==> config.mk <==
export PLATFORM = sky130hd
export DESIGN_NAME = clic_top
export DESIGN_NICKNAME = d
export VERILOG_FILES = /design/src/design/clic_pkg.sv /design/src/design/csr_bus_if.sv /design/src/design/csr_reg.sv /design/src/design/epc_stack.sv /design/src/design/prio_select.sv /design/src/design/n_clic.sv /design/src/design/clic_top.sv
export SDC_FILE = /design/constraint.sdc
export NUM_CORES = 1
export LEC_CHECK = 0
export ABC_AREA = 1
export BUFFER_PORTS_ARGS = -buffer_cell sky130_fd_sc_hd__buf_2
export CAP_MARGIN = 40
export CORE_MARGIN = 2
export CORE_UTILIZATION = 55
export DETAILED_ROUTE_END_ITERATION = 8
export PLACE_DENSITY = 0.77
export SLEW_MARGIN = 20
export SYNTH_ARGS = -nofsm -noshare
export SYNTH_HDL_FRONTEND = slang
export SYNTH_SLANG_ARGS = --single-unit
==> constraint.sdc <==
create_clock -name clk -period 9.7 [get_ports clk]
set_clock_uncertainty 0.1 [all_clocks]
set_input_delay 0.97 -clock clk [delete_from_list [all_inputs] [get_ports clk]]
set_output_delay 0.97 -clock clk [all_outputs]
set_load 0.005 [all_outputs]
==> src/design/clic_pkg.sv <==
// sizes fixed for 8 sources and 8 priority levels; changing VecSize needs free CSR addresses
package clic_pkg;

  // data and address sizes
  typedef logic [31:0] word;
  typedef logic [4:0] reg_idx_t;
  typedef logic [11:0] csr_addr_t;

  localparam int IMemAddrWidth = 16;
  typedef logic [IMemAddrWidth-1:0] i_mem_addr_t;
  // word address, byte offset dropped
  typedef logic [IMemAddrWidth-3:0] vec_store_t;

  // priority and nesting
  localparam int PrioWidth = 3;
  typedef logic [PrioWidth-1:0] prio_t;
  localparam int PrioLevels = 8;
  typedef logic [3:0] level_t;

  localparam int VecSize = 8;

  // csr map
  localparam csr_addr_t MIntThreshAddr = 12'h347;
  localparam csr_addr_t VecCsrBase = 12'hB00;
  localparam csr_addr_t EntryCsrBase = 12'hB20;

  // all ones pc marks return from interrupt
  localparam i_mem_addr_t RetMarker = '1;

  // fits in a 5 bit immediate
  typedef struct packed {
    prio_t prio;
    logic  enabled;
    logic  pended;
  } entry_t;

  typedef struct packed {
    i_mem_addr_t addr;
    prio_t       prio;
  } stack_entry_t;

  // funct3 encoding of the zicsr instructions
  typedef enum logic [2:0] {
    CSRRW  = 3'b001,
    CSRRS  = 3'b010,
    CSRRC  = 3'b011,
    CSRRWI = 3'b101,
    CSRRSI = 3'b110,
    CSRRCI = 3'b111
  } csr_op_t;

  typedef enum logic {
    PC_NORMAL,
    PC_INTERRUPT
  } pc_interrupt_mux_t;

  // new csr contents for a given access
  function automatic word csr_apply(word old_val, csr_op_t op, word rs1_data,
                                    reg_idx_t rs1_zimm);
    word zimm_ext;
    word result;
    zimm_ext = word'(rs1_zimm);
    case (op)
      CSRRW:   result = rs1_data;
      CSRRS:   result = old_val | rs1_data;
      CSRRC:   result = old_val & ~rs1_data;
      CSRRWI:  result = zimm_ext;
      CSRRSI:  result = old_val | zimm_ext;
      CSRRCI:  result = old_val & ~zimm_ext;
      default: result = old_val;
    endcase
    return result;
  endfunction

endpackage

==> src/design/csr_bus_if.sv <==
// single cycle strobe bus without acknowledge; addr and op are only valid while csr_enable is high
`timescale 1ns/1ps

interface csr_bus_if import clic_pkg::*; ();

  logic      csr_enable;
  csr_addr_t csr_addr;
  reg_idx_t  rs1_zimm;
  word       rs1_data;
  csr_op_t   csr_op;

  // driven from the top level ports
  modport master(
    output csr_enable, csr_addr, rs1_zimm, rs1_data, csr_op
  );

  // every register and the read mux listen
  modport slave(
    input csr_enable, csr_addr, rs1_zimm, rs1_data, csr_op
  );

endinterface

==> src/design/csr_reg.sv <==
// Width must not exceed 32; upper bits of a write are dropped and reads are zero-extended
`timescale 1ns/1ps

module csr_reg import clic_pkg::*; #(
  parameter csr_addr_t Addr  = 12'h000,
  parameter int        Width = 32
) (
  input  logic      clk,
  input  logic      reset,
  csr_bus_if.slave  bus,
  output word       value
);

  logic [Width-1:0] data;
  logic             hit;
  word              next_value;

  // address decode for this register only
  assign hit = bus.csr_enable && (bus.csr_addr == Addr);

  // full word result, truncated on store
  assign next_value = csr_apply(word'(data), bus.csr_op, bus.rs1_data, bus.rs1_zimm);

  always_ff @(posedge clk) begin
    if (reset) begin
      data <= '0;
    end else if (hit) begin
      data <= next_value[Width-1:0];
    end
  end

  assign value = word'(data);

endmodule

==> src/design/epc_stack.sv <==
// holds at most PrioLevels entries; data_out is undefined while the stack is empty
`timescale 1ns/1ps

module epc_stack import clic_pkg::*; (
  input  logic         clk,
  input  logic         reset,
  input  logic         push,
  input  logic         pop,
  input  stack_entry_t data_in,
  output stack_entry_t data_out,
  output level_t       level_out
);

  stack_entry_t mem [PrioLevels];
  level_t       count;
  logic [2:0]   wr_idx;
  logic [2:0]   top_idx;

  // next free slot and current top
  assign wr_idx  = count[2:0];
  assign top_idx = wr_idx - 3'd1;

  always_ff @(posedge clk) begin
    if (reset) begin
      count <= '0;
    end else if (push) begin
      count <= count + level_t'(1);
    end else if (pop) begin
      count <= count - level_t'(1);
    end
  end

  // saved pc and threshold pairs
  always_ff @(posedge clk) begin
    if (push) begin
      mem[wr_idx] <= data_in;
    end
  end

  assign data_out  = mem[top_idx];
  assign level_out = count;

  // overflow would wrap the write index onto the bottom entry
  a_no_overflow : assert property (@(posedge clk) disable iff (reset)
    push |-> count != level_t'(PrioLevels));

  a_no_underflow : assert property (@(posedge clk) disable iff (reset)
    pop |-> count != '0);

  // the decision logic picks exactly one action per cycle
  a_push_pop_exclusive : assert property (@(posedge clk) disable iff (reset)
    !(push && pop));

endmodule

==> src/design/prio_select.sv <==
// purely combinational; ties between equal priorities go to the highest source index
`timescale 1ns/1ps

module prio_select import clic_pkg::*; (
  input  entry_t     entries [VecSize],
  input  vec_store_t vectors [VecSize],
  input  prio_t      thresh,
  output logic       found,
  output prio_t      best_prio,
  output vec_store_t best_vec
);

  always_comb begin
    logic       any;
    prio_t      max_prio;
    vec_store_t max_vec;
    logic       eligible;

    any      = 1'b0;
    max_prio = '0;
    max_vec  = '0;

    // ordered scan, later sources win on equal prio
    for (int k = 0; k < VecSize; k++) begin
      eligible = entries[k].enabled && entries[k].pended && (entries[k].prio > thresh);
      if (eligible && (!any || entries[k].prio >= max_prio)) begin
        any      = 1'b1;
        max_prio = entries[k].prio;
        max_vec  = vectors[k];
      end
    end

    found     = any;
    best_prio = max_prio;
    best_vec  = max_vec;
  end

endmodule

==> src/design/n_clic.sv <==
// pended bits are software only; a RetMarker pc with an empty stack and no pending source is illegal
`timescale 1ns/1ps

module n_clic import clic_pkg::*; (
  input  logic              clk,
  input  logic              reset,
  csr_bus_if.slave          bus,
  input  i_mem_addr_t       pc_in,
  output word               csr_out,
  output i_mem_addr_t       int_addr,
  output pc_interrupt_mux_t pc_interrupt_sel,
  output level_t            level_out,
  output logic              interrupt_out
);

  word          vec_word   [VecSize];
  word          entry_word [VecSize];
  entry_t       entries    [VecSize];
  vec_store_t   vectors    [VecSize];

  prio_t        thresh;
  prio_t        thresh_csr_next;
  word          thresh_apply;
  logic         thresh_csr_hit;
  logic         thresh_update;
  prio_t        thresh_new;

  logic         found;
  prio_t        best_prio;
  vec_store_t   best_vec;
  logic         is_ret;

  logic         push;
  logic         pop;
  stack_entry_t stack_in;
  stack_entry_t stack_out;

  // one vector and one entry register per source
  for (genvar k = 0; k < VecSize; k++) begin : gen_src
    csr_reg #(
      .Addr  (csr_addr_t'(VecCsrBase + k)),
      .Width ($bits(vec_store_t))
    ) vec_reg (
      .clk   (clk),
      .reset (reset),
      .bus   (bus),
      .value (vec_word[k])
    );

    csr_reg #(
      .Addr  (csr_addr_t'(EntryCsrBase + k)),
      .Width ($bits(entry_t))
    ) entry_reg (
      .clk   (clk),
      .reset (reset),
      .bus   (bus),
      .value (entry_word[k])
    );

    assign entries[k] = entry_t'(entry_word[k][$bits(entry_t)-1:0]);
    assign vectors[k] = vec_word[k][$bits(vec_store_t)-1:0];
  end

  // threshold register where a decision update beats a csr write
  assign thresh_csr_hit  = bus.csr_enable && (bus.csr_addr == MIntThreshAddr);
  assign thresh_apply    = csr_apply(word'(thresh), bus.csr_op, bus.rs1_data, bus.rs1_zimm);
  assign thresh_csr_next = thresh_apply[PrioWidth-1:0];

  always_ff @(posedge clk) begin
    if (reset) begin
      thresh <= '0;
    end else if (thresh_update) begin
      thresh <= thresh_new;
    end else if (thresh_csr_hit) begin
      thresh <= thresh_csr_next;
    end
  end

  prio_select prio_select_i (
    .entries   (entries),
    .vectors   (vectors),
    .thresh    (thresh),
    .found     (found),
    .best_prio (best_prio),
    .best_vec  (best_vec)
  );

  assign stack_in = '{addr: pc_in, prio: thresh};

  epc_stack epc_stack_i (
    .clk       (clk),
    .reset     (reset),
    .push      (push),
    .pop       (pop),
    .data_in   (stack_in),
    .data_out  (stack_out),
    .level_out (level_out)
  );

  assign is_ret = (pc_in == RetMarker);

  // take, tail chain, return or pass through
  always_comb begin
    push             = 1'b0;
    pop              = 1'b0;
    thresh_update    = 1'b0;
    thresh_new       = '0;
    int_addr         = pc_in;
    interrupt_out    = 1'b0;
    pc_interrupt_sel = PC_NORMAL;
    if (found) begin
      // tail chain when returning, otherwise a fresh take
      push             = !is_ret;
      thresh_update    = 1'b1;
      thresh_new       = best_prio;
      int_addr         = {best_vec, 2'b00};
      interrupt_out    = 1'b1;
      pc_interrupt_sel = PC_INTERRUPT;
    end else if (is_ret) begin
      pop              = 1'b1;
      thresh_update    = 1'b1;
      thresh_new       = stack_out.prio;
      int_addr         = stack_out.addr;
      pc_interrupt_sel = PC_INTERRUPT;
    end
  end

  // read mux with zero for unmapped addresses
  always_comb begin
    csr_out = '0;
    if (bus.csr_addr == MIntThreshAddr) begin
      csr_out = word'(thresh);
    end
    for (int k = 0; k < VecSize; k++) begin
      if (bus.csr_addr == csr_addr_t'(VecCsrBase + k)) begin
        csr_out = vec_word[k];
      end
      if (bus.csr_addr == csr_addr_t'(EntryCsrBase + k)) begin
        csr_out = entry_word[k];
      end
    end
  end

  a_int_redirects : assert property (@(posedge clk) disable iff (reset)
    interrupt_out |-> pc_interrupt_sel == PC_INTERRUPT);

endmodule

==> src/design/clic_top.sv <==
// core must present RetMarker on pc_in for one cycle per return; no back-pressure exists
`timescale 1ns/1ps

module clic_top import clic_pkg::*; (
  input  logic              clk,
  input  logic              reset,
  input  logic              csr_enable,
  input  csr_addr_t         csr_addr,
  input  reg_idx_t          rs1_zimm,
  input  word               rs1_data,
  input  csr_op_t           csr_op,
  input  i_mem_addr_t       pc_in,
  output word               csr_out,
  output i_mem_addr_t       int_addr,
  output pc_interrupt_mux_t pc_interrupt_sel,
  output level_t            level_out,
  output logic              interrupt_out
);

  csr_bus_if bus ();

  // csr access ports onto the bus
  assign bus.csr_enable = csr_enable;
  assign bus.csr_addr   = csr_addr;
  assign bus.rs1_zimm   = rs1_zimm;
  assign bus.rs1_data   = rs1_data;
  assign bus.csr_op     = csr_op;

  n_clic n_clic_i (
    .clk              (clk),
    .reset            (reset),
    .bus              (bus.slave),
    .pc_in            (pc_in),
    .csr_out          (csr_out),
    .int_addr         (int_addr),
    .pc_interrupt_sel (pc_interrupt_sel),
    .level_out        (level_out),
    .interrupt_out    (interrupt_out)
  );

endmodule

==> reports/summary.txt <==
Final Hold Viols: 0
Final hold slack: 0.392 ns
Critical Path Source Type: register
Highest clock rate: 97.2 MHz
Post-detail-place hpwl: 37500 um
Die footprint: 0.0333 mm2
Worst-Margin Slew: 0.948 ns
Final antenna-violating net count: 0
GRT Util Overall: 32.5%
Layout cells sized above 1: 21.3%
Final-report max-slew violation count: 0
Total CTS buffers: 34
Power per standard cell area: 137 mW/mm2
Iter 0 DRT Violations: 2174
Worst VDD drop: 0.123 mV
Chip Height: 182 um
DRT Pass-1 Iters: 9
Clock transition at the registers of the reported paths: 0.07 ns
Distinct cells, synth: 60
Mapped Avg Cell Area: 8.26 um2
Post-route core utilization: 65.9%
Num ports: 125
Worst-path fanout max: 11
Area grow syn2layout: 18.4%
Global-route wire length before repair: 85100 um
Leakage power: 8.14 nW
I/O Buffers: 88
Via/cell ratio: 6.30
Final Setup Violations: 14
Critical path type: register to primary output
Cells after Synth: 2121
Failing checks: DRC, setup timing
Final Total Pwr: 2.84 mW
GRT met3 Usage: 4.33%
Busiest grt layer: met2
Starting Density: 55.7%
Slowest Stage Delay on Critical Path: 0.42 ns
Post-route setup slack: -0.583 ns
Setup TNS: -7.66 ns
Clock latency on the worst-skew pair: 0.52 ns
WL final: 57000 um
CP endpoint kind: primary output
H-tree levels: 2
Top cells by area, synth: edfxtp_1 26%, dfxtp_1 18%, o21ai_0 7.8%
Worst endpoint data arrival time: 9.21 ns
Met2 global-route usage: 53.0%
Most frequent cells in the layout: 285 x nand2_1, 267 x o21ai_0, 179 x inv_1
Dominant synthesized flop cell: dfxtp_1
Leading area contributor after synthesis: edfxtp_1
Root buf cell: clkbuf_16
FP Rows: 65
Total grt overflow: 0
Vias in the first global route: 15400
Met1 global-route usage: 43.0%
Post-route clock period utilization: 106%
Register bit count reported by yosys: 311
Post-synth EDFFs: 152
Mean routed wirelength per cell: 21.2 um
Max Cap Viol: 0
Max clock buf depth: 3
Synth async-reset ratio: 0%
Die Wd: 182 um
Final nets: 2375
Fin crit period: 10.28 ns
Synth Cell Area: 0.0175 mm2
Status: finished with violations
Slew HR: 36.7%
CTS tree: built
Data required, critical path: 8.63 ns
Register area share after synthesis: 44.2%
Synth warn: 0
Initial antenna violation count: 2
RSZ-0062 raised after global routing: true
Core ar.: 0.0315 mm2
Post-synth top area share: 26.1%
Gpl congestion: 1.04
CP max stage cell: dfxtp_1
Vias: 16900
Path category of the worst min-delay check: register to register
Largest net degree at the start of global routing: 83
CTS sink cnt: 311
DRC viols: 1
Commonest non-fill, non-tap cell in the layout: nand2_1
what timing repair did:
action / CTS / global route
resized for setup: 95 / 86
hold buffers: 0 / 0
gates cloned: 1 / 0
pin swaps: 34 / 54
endpoints found under the setup margin: 14 / 16
buffers inserted: 47 / 12
sequential cells by signal, summed over array words and instances, names as in the netlist:
register and count:
n_clic_i.gen_src.entry_reg.data 40, n_clic_i.thresh 3, n_clic_i.epc_stack_i.level_out 4, n_clic_i.epc_stack_i.mem 152, n_clic_i.gen_src.vec_reg.data 112
cells in the mapped netlist (2+ instances only):
cell / n
nand2_2: 9
buf_2: 12
clkbuf_1: 67
a211oi_2: 5
clkinv_1: 5
nand3b_1: 3
and2_1: 6
inv_1: 190
a31oi_1: 24
or2_1: 3
a211oi_1: 78
buf_6: 8
o2111ai_1: 9
nor2_2: 10
o211ai_1: 41
edfxtp_1: 152
a221oi_1: 14
a311oi_1: 2
nand3_1: 104
nand3_2: 2
o22ai_1: 18
nor2_4: 18
or2_2: 4
nand4_1: 19
a41oi_1: 35
nor4_1: 4
dfxtp_1: 159
inv_2: 39
o21a_1: 2
xor2_1: 3
nor2_1: 144
nand2_1: 323
o21ai_1: 16
o221ai_1: 21
nor2_8: 11
buf_1: 5
ha_1: 50
nor3_1: 12
a21oi_1: 172
or2_0: 3
a22oi_1: 3
o21ai_0: 274
buf_4: 24
nand2_4: 2
cells by family (layout without fill, tap and decap cells):
kind of cell | Yosys count | count (layout) | share of synthesized area (%)
AO/OA/AOI/OAI | 720 | 720 | 24.8
XOR/XNOR | 4 | 4 | 0.200
adder cells (fa/ha/maj) | 51 | 51 | 3.69
buffers and inverters | 354 | 493 | 8.64
flip-flops | 311 | 311 | 44.2
other | 1 | 22 | 0.0214
AND/OR/NAND/NOR | 680 | 680 | 18.4
path summary, 6_finish.rpt:
check / slack (ns) / start / depth (start not counted) / end
worst min register to register: 0.39 / n_clic_i.epc_stack_i.level_out[3] / 2 / n_clic_i.epc_stack_i.level_out[3]
worst max-delay path: -0.58 / n_clic_i.gen_src[0].entry_reg.data[4] / 70 / int_addr[4]
worst min-delay path: 0.39 / n_clic_i.epc_stack_i.level_out[3] / 2 / n_clic_i.epc_stack_i.level_out[3]
worst max register to register: 0.46 / n_clic_i.gen_src[0].entry_reg.data[4] / 73 / n_clic_i.thresh[0]
cell type report:
class | instances | area [um2]
Fill cell | 2547 | 10700
Sequential cell | 311 | 7750
Clock buffer | 43 | 946
Multi-Input combinational cell | 1473 | 9070
Tap cell | 402 | 503
Antenna cell | 4 | 10.0
Timing Repair Buffer | 197 | 1360
Clock inverter | 17 | 188
Inverter | 236 | 925
critical path, delay by kind of cell, from the launching register on:
family | cells | cell delay, ns
adder cells (fa/ha/maj) | 7 | 1.60
AO/OA/AOI/OAI | 13 | 1.42
flip-flops | 1 | 0.42
buffers and inverters | 18 | 1.94
AND/OR/NAND/NOR | 32 | 3.21
metal layers:
layer,share of wire [%],vias up
li1,-,7800
met5,0,-
met1,39,7820
met4,5.8,0
met3,9.6,234
met2,46,1051
where the power goes:
group	switching (mW)	internal, mW	total (mW)
clock	0.541	0.778	1.32
combinational	0.114	0.0313	0.145
sequential	0.0000819	1.37	1.37
per-stage QoR:
step / std cells / worst slack [ns] / instance area [um2]
after global routing: 2681 / -1.02 / 20700
after detailed placement: 2560 / -0.220 / 18300
after floorplan: 2138 / 0.0221 / 17600
after CTS: 2668 / -0.0815 / 20200
final: 2683 / -0.583 / 20700
after global placement: 2560 / -0.000541 / 18300
Note: power is estimated with default switching activity, not from simulation.
